==> src/design/sd_macros.svh <==
`ifndef SD_MACROS_SVH
`define SD_MACROS_SVH

// one data block, in bytes, and the width of a byte index into it
`define SD_BLOCK_BYTES 512
`define SD_ADDR_BITS 9

// command and response frames have the same length
`define SD_CMD_BITS 48
`define SD_CRC7_BITS 7

// frame bits covered by the crc7: everything ahead of the crc and end bit
`define SD_HDR_BITS (`SD_CMD_BITS - `SD_CRC7_BITS - 1)

`define SD_CRC16_BITS 16

`endif

==> src/design/sd_bus_pkg.sv <==
`default_nettype none

`include "sd_macros.svh"

package sd_bus_pkg;

    // command line sequencer
    typedef enum logic [2:0] {
        CMD_IDLE,
        CMD_LOAD,
        CMD_CRC,
        CMD_TXCMD,
        CMD_RXCMD
    } sd_cmd_state_e;

    // data line receiver
    typedef enum logic [1:0] {
        RX_IDLE,
        RX_DATA,
        RX_CRC,
        RX_DONE
    } sd_rx_state_e;

    // byte from the data line, tagged with its position in the block
    typedef struct packed {
        logic [`SD_ADDR_BITS-1:0] idx;
        logic [7:0]               data;
    } sd_byte_t;

    // command frame as it goes out on the line, start bit first
    typedef struct packed {
        logic                     start;
        logic                     trans;
        logic [5:0]               index;
        logic [31:0]              arg;
        logic [`SD_CRC7_BITS-1:0] crc;
        logic                     stop;
    } sd_cmd_frame_t;

endpackage

`default_nettype wire

==> src/design/sd_host_pkg.sv <==
`default_nettype none

package sd_host_pkg;

    // cpu register map
    typedef enum logic [2:0] {
        ARG0       = 3'd0,
        ARG1       = 3'd1,
        ARG2       = 3'd2,
        ARG3       = 3'd3,
        CMD_STATUS = 3'd4,
        DATA       = 3'd5
    } sd_reg_addr_e;

    // status byte, resp_ready lands in bit 0
    typedef struct packed {
        logic [3:0] rsvd;
        logic       busy;
        logic       crc_err;
        logic       data_ready;
        logic       resp_ready;
    } sd_status_t;

endpackage

`default_nettype wire

==> src/design/sd_crc7.sv <==
`default_nettype none

`include "sd_macros.svh"

module sd_crc7 (
    input  wire                            clk,
    input  wire                            rst,
    input  wire                            i_load,
    input  wire  [`SD_HDR_BITS-1:0]        i_header,
    output logic [`SD_CRC7_BITS-1:0]       o_crc,
    output logic                           o_valid
);

    localparam int CNT_W = $clog2(`SD_HDR_BITS);

    logic [`SD_HDR_BITS-1:0] shreg;
    logic [CNT_W-1:0]        count;
    logic                    running;
    logic                    fb;

    // x^7 + x^3 + 1, header msb first
    assign fb = o_crc[`SD_CRC7_BITS-1] ^ shreg[`SD_HDR_BITS-1];

    always_ff @(posedge clk) begin
        if (rst) begin
            running <= 1'b0;
            o_valid <= 1'b0;
            count   <= '0;
        end else if (i_load) begin
            running <= 1'b1;
            o_valid <= 1'b0;
            count   <= '0;
        end else if (running) begin
            count <= count + 1'b1;
            if (count == CNT_W'(`SD_HDR_BITS - 1)) begin
                running <= 1'b0;
                o_valid <= 1'b1;
            end
        end
    end

    always_ff @(posedge clk) begin
        if (i_load) begin
            shreg <= i_header;
            o_crc <= '0;
        end else if (running) begin
            shreg <= {shreg[`SD_HDR_BITS-2:0], 1'b0};
            o_crc <= {o_crc[`SD_CRC7_BITS-2:0], 1'b0} ^ ({`SD_CRC7_BITS{fb}} & 7'h09);
        end
    end

    // the sequencer must wait for o_valid before loading the next header
    a_no_reload: assert property (@(posedge clk) disable iff (rst) i_load |-> !running)
        else $error("crc7 reloaded while running");

endmodule

`default_nettype wire

==> src/design/sd_controller.sv <==
`default_nettype none

`include "sd_macros.svh"

module sd_controller (
    input  wire                       clk,
    input  wire                       rst,

    input  wire                       i_sd_clk,
    input  wire                       i_sd_cmd,
    output logic                      o_sd_cmd,

    input  wire sd_host_pkg::sd_reg_addr_e i_addr,
    input  wire  [7:0]                i_data,
    input  wire                       i_cs,
    input  wire                       i_rw,
    output logic [7:0]                o_data_out,

    input  wire                       i_block_done,
    input  wire                       i_crc_err,

    output logic                      o_rd_pop,
    input  wire  [7:0]                i_rd_byte
);

    localparam int CNT_W = $clog2(`SD_CMD_BITS);
    localparam int LAST  = `SD_CMD_BITS - 1;

    sd_bus_pkg::sd_cmd_state_e state;
    sd_bus_pkg::sd_cmd_frame_t frame_q;
    sd_host_pkg::sd_status_t   status;

    logic [CNT_W-1:0]           count;
    logic [31:0]                arg;
    logic [`SD_CMD_BITS-1:0]    resp;
    logic                       resp_ready;
    logic                       data_ready;
    logic                       crc_err;

    logic                       sd_clk_q;
    logic                       tx_en;
    logic                       rx_en;
    logic                       wr;
    logic                       rd;
    logic                       cmd_wr;
    logic                       rx_shift;
    logic [`SD_CRC7_BITS-1:0]   crc7;
    logic                       crc_valid;

    // transmit once per high sd_clk phase and sample once per low phase
    assign tx_en = i_sd_clk & ~sd_clk_q;
    assign rx_en = ~i_sd_clk & sd_clk_q;

    assign wr     = i_cs & ~i_rw;
    assign rd     = i_cs & i_rw;
    assign cmd_wr = wr && i_addr == sd_host_pkg::CMD_STATUS && state == sd_bus_pkg::CMD_IDLE;

    // the start bit is taken on the way into RXCMD
    assign rx_shift = rx_en && (state == sd_bus_pkg::CMD_RXCMD ||
                      (state == sd_bus_pkg::CMD_IDLE && !i_sd_cmd && !cmd_wr));

    assign o_rd_pop = rd && i_addr == sd_host_pkg::DATA;

    always_comb begin
        status            = '0;
        status.resp_ready = resp_ready;
        status.data_ready = data_ready;
        status.crc_err    = crc_err;
        status.busy       = state != sd_bus_pkg::CMD_IDLE;
    end

    always_comb begin
        o_data_out = '0;
        case (i_addr)
            sd_host_pkg::ARG0, sd_host_pkg::ARG1, sd_host_pkg::ARG2, sd_host_pkg::ARG3:
                o_data_out = resp[8 + 8 * i_addr[1:0] +: 8];
            sd_host_pkg::CMD_STATUS: o_data_out = status;
            sd_host_pkg::DATA:       o_data_out = i_rd_byte;
            default: ;
        endcase
    end

    assign o_sd_cmd = (state == sd_bus_pkg::CMD_TXCMD) ? frame_q[LAST - count] : 1'b1;

    sd_crc7 crc7_i (
        .clk      (clk),
        .rst      (rst),
        .i_load   (state == sd_bus_pkg::CMD_LOAD),
        .i_header (frame_q[`SD_CMD_BITS-1 -: `SD_HDR_BITS]),
        .o_crc    (crc7),
        .o_valid  (crc_valid)
    );

    always_ff @(posedge clk) begin
        if (rst) begin
            state      <= sd_bus_pkg::CMD_IDLE;
            count      <= '0;
            resp_ready <= 1'b0;
            data_ready <= 1'b0;
            crc_err    <= 1'b0;
            sd_clk_q   <= 1'b0;
        end else begin
            sd_clk_q <= i_sd_clk;

            // a status read clears the flag unless a response finishes on the same clk
            if (rd && i_addr == sd_host_pkg::CMD_STATUS) begin
                resp_ready <= 1'b0;
            end

            case (state)
                sd_bus_pkg::CMD_IDLE: begin
                    if (cmd_wr) begin
                        state <= sd_bus_pkg::CMD_LOAD;
                    end else if (rx_shift) begin
                        state <= sd_bus_pkg::CMD_RXCMD;
                        count <= CNT_W'(1);
                    end
                end
                sd_bus_pkg::CMD_LOAD: state <= sd_bus_pkg::CMD_CRC;
                sd_bus_pkg::CMD_CRC: begin
                    if (crc_valid) begin
                        state <= sd_bus_pkg::CMD_TXCMD;
                        count <= '0;
                    end
                end
                sd_bus_pkg::CMD_TXCMD: begin
                    if (tx_en) begin
                        if (count == CNT_W'(LAST)) begin
                            state <= sd_bus_pkg::CMD_IDLE;
                            count <= '0;
                        end else begin
                            count <= count + 1'b1;
                        end
                    end
                end
                sd_bus_pkg::CMD_RXCMD: begin
                    if (rx_en) begin
                        if (count == CNT_W'(LAST)) begin
                            state      <= sd_bus_pkg::CMD_IDLE;
                            count      <= '0;
                            resp_ready <= 1'b1;
                        end else begin
                            count <= count + 1'b1;
                        end
                    end
                end
                default: state <= sd_bus_pkg::CMD_IDLE;
            endcase

            if (i_block_done) begin
                data_ready <= 1'b1;
                crc_err    <= i_crc_err;
            end else if (o_rd_pop) begin
                data_ready <= 1'b0;
            end
        end
    end

    always_ff @(posedge clk) begin
        if (wr && i_addr <= sd_host_pkg::ARG3) begin
            arg[8 * i_addr[1:0] +: 8] <= i_data;
        end
        // the frame is frozen here so later ARG writes do not disturb a transmit
        if (cmd_wr) begin
            frame_q.start <= 1'b0;
            frame_q.trans <= 1'b1;
            frame_q.index <= i_data[5:0];
            frame_q.arg   <= arg;
            frame_q.crc   <= '0;
            frame_q.stop  <= 1'b1;
        end
        if (state == sd_bus_pkg::CMD_CRC && crc_valid) begin
            frame_q.crc <= crc7;
        end
        if (rx_shift) begin
            resp <= {resp[`SD_CMD_BITS-2:0], i_sd_cmd};
        end
    end

endmodule

`default_nettype wire

==> src/design/sd_data_rx.sv <==
`default_nettype none

`include "sd_macros.svh"

module sd_data_rx (
    input  wire                 clk,
    input  wire                 rst,
    input  wire                 i_sd_clk,
    input  wire                 i_sd_data,

    output sd_bus_pkg::sd_byte_t o_rx_byte,
    output logic                o_rx_req,
    input  wire                 i_rx_ack,

    output logic                o_block_start,
    output logic                o_block_done,
    output logic                o_crc_err
);

    // bit counter, byte index on top of a 3-bit bit position
    localparam int CNT_W = `SD_ADDR_BITS + 3;

    sd_bus_pkg::sd_rx_state_e state;

    logic [CNT_W-1:0]              count;
    logic [6:0]                    shreg;
    logic [`SD_CRC16_BITS-1:0]     crc_calc;
    logic [`SD_CRC16_BITS-1:0]     crc_rx;
    logic                          sd_clk_q;
    logic                          rx_en;
    logic                          start;
    logic                          byte_done;
    logic                          fb;

    assign rx_en     = ~i_sd_clk & sd_clk_q;
    assign start     = state == sd_bus_pkg::RX_IDLE && rx_en && !i_sd_data;
    assign byte_done = state == sd_bus_pkg::RX_DATA && rx_en && count[2:0] == 3'd7;

    // x^16 + x^12 + x^5 + 1
    assign fb = crc_calc[`SD_CRC16_BITS-1] ^ i_sd_data;

    assign o_block_done = state == sd_bus_pkg::RX_DONE;
    assign o_crc_err    = o_block_done && crc_rx != crc_calc;

    always_ff @(posedge clk) begin
        if (rst) begin
            state         <= sd_bus_pkg::RX_IDLE;
            count         <= '0;
            o_rx_req      <= 1'b0;
            o_block_start <= 1'b0;
            sd_clk_q      <= 1'b0;
        end else begin
            sd_clk_q      <= i_sd_clk;
            o_block_start <= start;

            if (byte_done) begin
                o_rx_req <= 1'b1;
            end else if (i_rx_ack) begin
                o_rx_req <= 1'b0;
            end

            case (state)
                sd_bus_pkg::RX_IDLE: begin
                    if (start) begin
                        state <= sd_bus_pkg::RX_DATA;
                        count <= '0;
                    end
                end
                sd_bus_pkg::RX_DATA: begin
                    if (rx_en) begin
                        // wraps to zero after the last data bit
                        count <= count + 1'b1;
                        if (&count) begin
                            state <= sd_bus_pkg::RX_CRC;
                        end
                    end
                end
                sd_bus_pkg::RX_CRC: begin
                    if (rx_en) begin
                        count <= count + 1'b1;
                        if (count == CNT_W'(`SD_CRC16_BITS - 1)) begin
                            state <= sd_bus_pkg::RX_DONE;
                            count <= '0;
                        end
                    end
                end
                default: state <= sd_bus_pkg::RX_IDLE;
            endcase
        end
    end

    always_ff @(posedge clk) begin
        if (start) begin
            crc_calc <= '0;
        end else if (state == sd_bus_pkg::RX_DATA && rx_en) begin
            shreg    <= {shreg[5:0], i_sd_data};
            crc_calc <= {crc_calc[`SD_CRC16_BITS-2:0], 1'b0} ^
                        ({`SD_CRC16_BITS{fb}} & 16'h1021);
        end
        if (state == sd_bus_pkg::RX_CRC && rx_en) begin
            crc_rx <= {crc_rx[`SD_CRC16_BITS-2:0], i_sd_data};
        end
        // msb arrives first, the current bit completes the byte
        if (byte_done) begin
            o_rx_byte.idx  <= count[CNT_W-1:3];
            o_rx_byte.data <= {shreg, i_sd_data};
        end
    end

    // the buffer has to finish the handshake before the next byte is complete
    a_no_overrun: assert property (@(posedge clk) disable iff (rst) byte_done |-> !o_rx_req)
        else $error("rx byte overrun, handshake still open");

endmodule

`default_nettype wire

==> src/design/sd_rx_buffer.sv <==
`default_nettype none

`include "sd_macros.svh"

module sd_rx_buffer (
    input  wire                  clk,
    input  wire                  rst,

    input  wire sd_bus_pkg::sd_byte_t i_rx_byte,
    input  wire                  i_rx_req,
    output logic                 o_rx_ack,

    input  wire                  i_block_start,

    input  wire                  i_rd_pop,
    output logic [7:0]           o_rd_byte
);

    logic [7:0]               mem [`SD_BLOCK_BYTES];
    logic [`SD_ADDR_BITS-1:0] rd_ptr;

    // store once per request, on the cycle before ack goes up
    always_ff @(posedge clk) begin
        if (i_rx_req && !o_rx_ack) begin
            mem[i_rx_byte.idx] <= i_rx_byte.data;
        end
    end

    always_ff @(posedge clk) begin
        if (rst) begin
            o_rx_ack <= 1'b0;
            rd_ptr   <= '0;
        end else begin
            o_rx_ack <= i_rx_req;
            if (i_block_start) begin
                rd_ptr <= '0;
            end else if (i_rd_pop) begin
                rd_ptr <= rd_ptr + 1'b1;
            end
        end
    end

    assign o_rd_byte = mem[rd_ptr];

    // the producer holds req up until it has seen ack
    a_ack_with_req: assert property (@(posedge clk) disable iff (rst)
        $rose(o_rx_ack) |-> i_rx_req)
        else $error("rx ack raised without a request");

endmodule

`default_nettype wire

==> src/design/sd_host_top.sv <==
`default_nettype none

module sd_host_top (
    input  wire                       clk,
    input  wire                       rst,

    input  wire                       i_sd_clk,
    input  wire                       i_sd_cmd,
    output logic                      o_sd_cmd,
    input  wire                       i_sd_data,
    output logic                      o_sd_data,

    input  wire sd_host_pkg::sd_reg_addr_e i_addr,
    input  wire  [7:0]                i_data,
    input  wire                       i_cs,
    input  wire                       i_rw,
    output logic [7:0]                o_data_out
);

    sd_bus_pkg::sd_byte_t rx_byte;
    logic                 rx_req;
    logic                 rx_ack;
    logic                 block_start;
    logic                 block_done;
    logic                 crc_err;
    logic                 rd_pop;
    logic [7:0]           rd_byte;

    // host never drives the data line
    assign o_sd_data = 1'b1;

    sd_controller ctrl_i (
        .clk          (clk),
        .rst          (rst),
        .i_sd_clk     (i_sd_clk),
        .i_sd_cmd     (i_sd_cmd),
        .o_sd_cmd     (o_sd_cmd),
        .i_addr       (i_addr),
        .i_data       (i_data),
        .i_cs         (i_cs),
        .i_rw         (i_rw),
        .o_data_out   (o_data_out),
        .i_block_done (block_done),
        .i_crc_err    (crc_err),
        .o_rd_pop     (rd_pop),
        .i_rd_byte    (rd_byte)
    );

    sd_data_rx data_rx_i (
        .clk           (clk),
        .rst           (rst),
        .i_sd_clk      (i_sd_clk),
        .i_sd_data     (i_sd_data),
        .o_rx_byte     (rx_byte),
        .o_rx_req      (rx_req),
        .i_rx_ack      (rx_ack),
        .o_block_start (block_start),
        .o_block_done  (block_done),
        .o_crc_err     (crc_err)
    );

    sd_rx_buffer rx_buf_i (
        .clk           (clk),
        .rst           (rst),
        .i_rx_byte     (rx_byte),
        .i_rx_req      (rx_req),
        .o_rx_ack      (rx_ack),
        .i_block_start (block_start),
        .i_rd_pop      (rd_pop),
        .o_rd_byte     (rd_byte)
    );

endmodule

`default_nettype wire

==> config.mk <==
export PLATFORM = sky130hd
export DESIGN_NAME = sd_host_top
export DESIGN_NICKNAME = d
export VERILOG_FILES = /design/src/design/sd_bus_pkg.sv /design/src/design/sd_host_pkg.sv /design/src/design/sd_crc7.sv /design/src/design/sd_controller.sv /design/src/design/sd_data_rx.sv /design/src/design/sd_rx_buffer.sv /design/src/design/sd_host_top.sv
export VERILOG_INCLUDE_DIRS = /design/src /design/src/design
export SDC_FILE = /design/constraint.sdc
export NUM_CORES = 2
export LEC_CHECK = 0
export BUFFER_PORTS_ARGS = -buffer_cell sky130_fd_sc_hd__buf_2
export CELL_PAD_IN_SITES_DETAIL_PLACEMENT = 0
export CELL_PAD_IN_SITES_GLOBAL_PLACEMENT = 1
export CORE_ASPECT_RATIO = 1.5
export CORE_MARGIN = 8
export CORE_UTILIZATION = 56
export CTS_CLUSTER_SIZE = 30
export DETAILED_ROUTE_END_ITERATION = 6
export GPL_ROUTABILITY_DRIVEN = 0
export GPL_TIMING_DRIVEN = 0
export PLACE_DENSITY = 0.82
export REMOVE_ABC_BUFFERS = 1
export SYNTH_ARGS = -nofsm -noshare
export SYNTH_HDL_FRONTEND = slang
export SYNTH_HIERARCHICAL = 1
export SYNTH_SLANG_ARGS = --single-unit
==> constraint.sdc <==
create_clock -name clk -period 9 [get_ports clk]
set_input_delay 1.8 -clock clk [delete_from_list [all_inputs] [get_ports clk]]
set_output_delay 1.8 -clock clk [all_outputs]
set_load 0.05 [all_outputs]
==> results.yml <==
yosys:
  async_reset_ff_share_pct: 0
  synth_common_cells: "edfxtp_1 (4293), nor2_1 (674), mux2i_1 (661)"
  yosysWarnings: 6
  ys_ff_latch: 4373
  synth-edff-count: 4293
  ys_top_cells_by_area: "edfxtp_1 (74%), mux4_2 (7.6%), mux2i_1 (3.8%), mux4_1 (2.3%), nor2_1 (1.5%)"
  synth.largest_area_cell: "edfxtp_1"
  synth_top_area_share_pct: 74.12
  netlist_area_um2: 173900
  ys_dominant_reg_cell: "edfxtp_1"
  syn_inst: 8910
  ys_seq_area_share_pct: 75.04
  synth_most_common_cell: "edfxtp_1"
  synth_area_per_cell_um2: 19.52
  synth_cell_types: 104
sta:
  fin_tns_setup_ns: 0
  fmax_ghz: 0.1112
  slew_headroom_pct: -14.34
  slew_violations: 3
  finalHoldViolCount: 0
  finalSetupViolations: 0
  skew_ns: 0.04178
  min_period_over_period_pct: 99.94
  period_needed_ns: 8.995
  worst_slew_pin_slew_ns: 1.702
power_and_ir_drop:
  peakVddDrop_mv: 0.1627
  powerDensity_nw_per_um2: 200.8
  p_leak_nw: 58.53
  power_mw: 39.10
clock_tree:
  clkTransAtPathRegs_ns: 0.07
  cts_buffer_depth: 4
  clk_latency_ns: 0.91
  cts_tree: "done"
  htree_levels: 5
  cts.sinks: 4373
  cts_inserted_buffers: 378
  cts_root_buffer: "clkbuf_16"
  cts_hold_buf: 0
status:
  violations: "max-capacitance violations, max-slew violations"
  status: "finished with violations"
worst_setup_path:
  r2r-start: "data_rx_i/o_rx_req$_SDFFE_PP0P_"
  cp_data_arrival_time_ns: 7.19
  crit_fanout: 60
  startpoint_type: "register"
  ff2ff_setup_slack_ns: 4.79
  cp.required_ns: 7.20
  critPathKind: "register to output pin"
  end_kind: "output pin"
cells_and_area:
  syn_to_final_growth_pct: 11.97
  final_nets: 9064
  drive_above_1_share_pct: 17.85
  finalInstanceArea_um2: 194800
  fill_cells: 20050
route:
  vias: 89090
  dr.pass1.iters: 6
  routed_wl_um: 428000
  drt_iter0_drc: 10470
  ant_nets: 0
  routedWlPerCell_um: 31.96
  drc_errors: 0
  viasPerCell: 6.653
global_route:
  grt_overflow: 0
  antenna_found_initial: 18
  grt_util_all_layers_pct: 25.31
  grt_max_degree: 96
  grt_pass1_vias: 90160
  grt_first_pass_wirelength_um: 618300
hold_path:
  min_from: "ctrl_i/arg[3]$_DFFE_PP_"
  hp-class: "register to register"
floorplan:
  io_pins: 28
  dieArea_um2: 329100
  chipHeight_um: 698.6
  die_w_um: 471.0
  initial_utilization_pct: 56.28
  rows: 250
  coreArea_um2: 309000
run:
  maxCapViolCount: 1
placement:
  placed_area_um2: 182200
  dp_hpwl_um: 279500
  portBuffers: 26
==> worst paths after layout <==
check,endpoint,depth (start not counted)
hold / removal,ctrl_i/frame_q[11]$_DFFE_PP_,0
setup / recovery,o_data_out[0],15
setup reg to reg,rx_buf_i/mem[60][5]$_DFFE_PP_,5
hold reg to reg,ctrl_i/frame_q[11]$_DFFE_PP_,0
==> what timing repair did <==
action / 4_1_cts / 5_1_grt
setup buffers: 0 / 0
hold endpoints to repair: 0 / 0
gates resized for setup: 2 / 0
setup endpoints to repair: 2 / 0
==> critical path, cell delays in order (launching register included) <==
cell      delay (ns)
dfxtp_4         0.47
buf_16          0.26
buf_16          0.25
buf_16          0.25
nand2b_4        0.44
buf_16          0.34
buf_16          0.24
o221ai_1        0.36
o22ai_1         0.13
o21ai_0         0.97
a31oi_1         0.19
nor4_1          0.92
and4b_1         0.55
a32oi_1         0.12
o21ai_0         0.19
buf_2           0.34
==> cell type report <==
class / instances / area, um^2 / area share, %
repair buffers: 302 / 7117 / 3.654
clock buffers: 448 / 10050 / 5.159
diodes: 18 / 45.04 / 0.02313
flip-flops and latches: 4373 / 130500 / 67.02
inverters: 41 / 166.4 / 0.08544
well taps: 4032 / 5045 / 2.590
clock inverters: 241 / 2497 / 1.282
multi-input cells: 3935 / 39310 / 20.18
==> per-layer routing <==
metal	part of all wire, %	GRT usage, %	vias up
met5	0.023	0	-
met1	35	31.43	46160
met3	8.4	4.221	1073
met4	6.3	13.15	14
li1	-	-	37070
met2	50	43.07	4766
==> report_power, final <==
part	total [mW]	switching, mW	internal (mW)
logic	0.438	0.240	0.198
registers	22.1	0.0386	22.0
clock network	16.6	7.18	9.40
total	39.1	7.46	31.6
==> cells in the final DEF (no fill, tap or decap), drive strengths merged, types with 33 or more instances in the layout <==
| cell | n |
|---|---|
| nor4 | 88 |
| a21oi | 181 |
| inv | 52 |
| nor3 | 84 |
| buf | 302 |
| nor2 | 675 |
| a211oi | 71 |
| o22ai | 190 |
| a2111oi | 36 |
| edfxtp | 4293 |
| mux4 | 740 |
| or3 | 33 |
| nand4 | 59 |
| mux2 | 91 |
| bufinv | 49 |
| nand3 | 52 |
| o21ai | 108 |
| clkbuf | 448 |
| nand2 | 201 |
| dfxtp | 80 |
| or2 | 38 |
| o221ai | 211 |
| clkinv | 162 |
| and2 | 68 |
| mux2i | 661 |
==> kinds of logic (layout without fill, tap and decap cells) <==
| group | Yosys count | after routing | share of synthesized area [%] |
|---|---|---|---|
| fa+ha+maj | 15 | 15 | 0.1079 |
| mux | 1492 | 1492 | 14.30 |
| xor+xnor | 31 | 31 | 0.1561 |
| compound gates | 965 | 965 | 3.938 |
| buf+inv | 602 | 1032 | 2.520 |
| simple gates | 1429 | 1429 | 3.932 |
| flops | 4373 | 4373 | 75.04 |
| other cells | 3 | 21 | 0.006474 |
==> registers in the layout, summed over array words and instances, names as in the netlist, 2 cells and up, named ones only <==
name	count
data_rx_i/state	2
data_rx_i/crc_calc	16
ctrl_i/resp	40
ctrl_i/count	6
ctrl_i/crc7_i/o_crc	7
data_rx_i/o_rx_byte	17
rx_buf_i/mem	4096
ctrl_i/crc7_i/count	6
data_rx_i/shreg	7
data_rx_i/crc_rx	16
rx_buf_i/rd_ptr	9
data_rx_i/count	12
ctrl_i/frame_q	45
ctrl_i/crc7_i/shreg	40
ctrl_i/arg	32
ctrl_i/state	3
==> through the flow <==
step                      setup WS, ns  utilization [%]  cells  hold slack (ns)
after global placement          -74.14            56.59  12410           0.4006
after global routing          -0.06220            63.01  13380           0.4239
after CTS                    0.0008797            63.00  13370           0.4201
final                         0.005344            63.02  13390           0.4188
after floorplan                 -46.99                -   8349           0.4003
after detailed placement        0.8840            58.94  12680           0.4045
No activity file was read; power rests on OpenSTA's default activity.
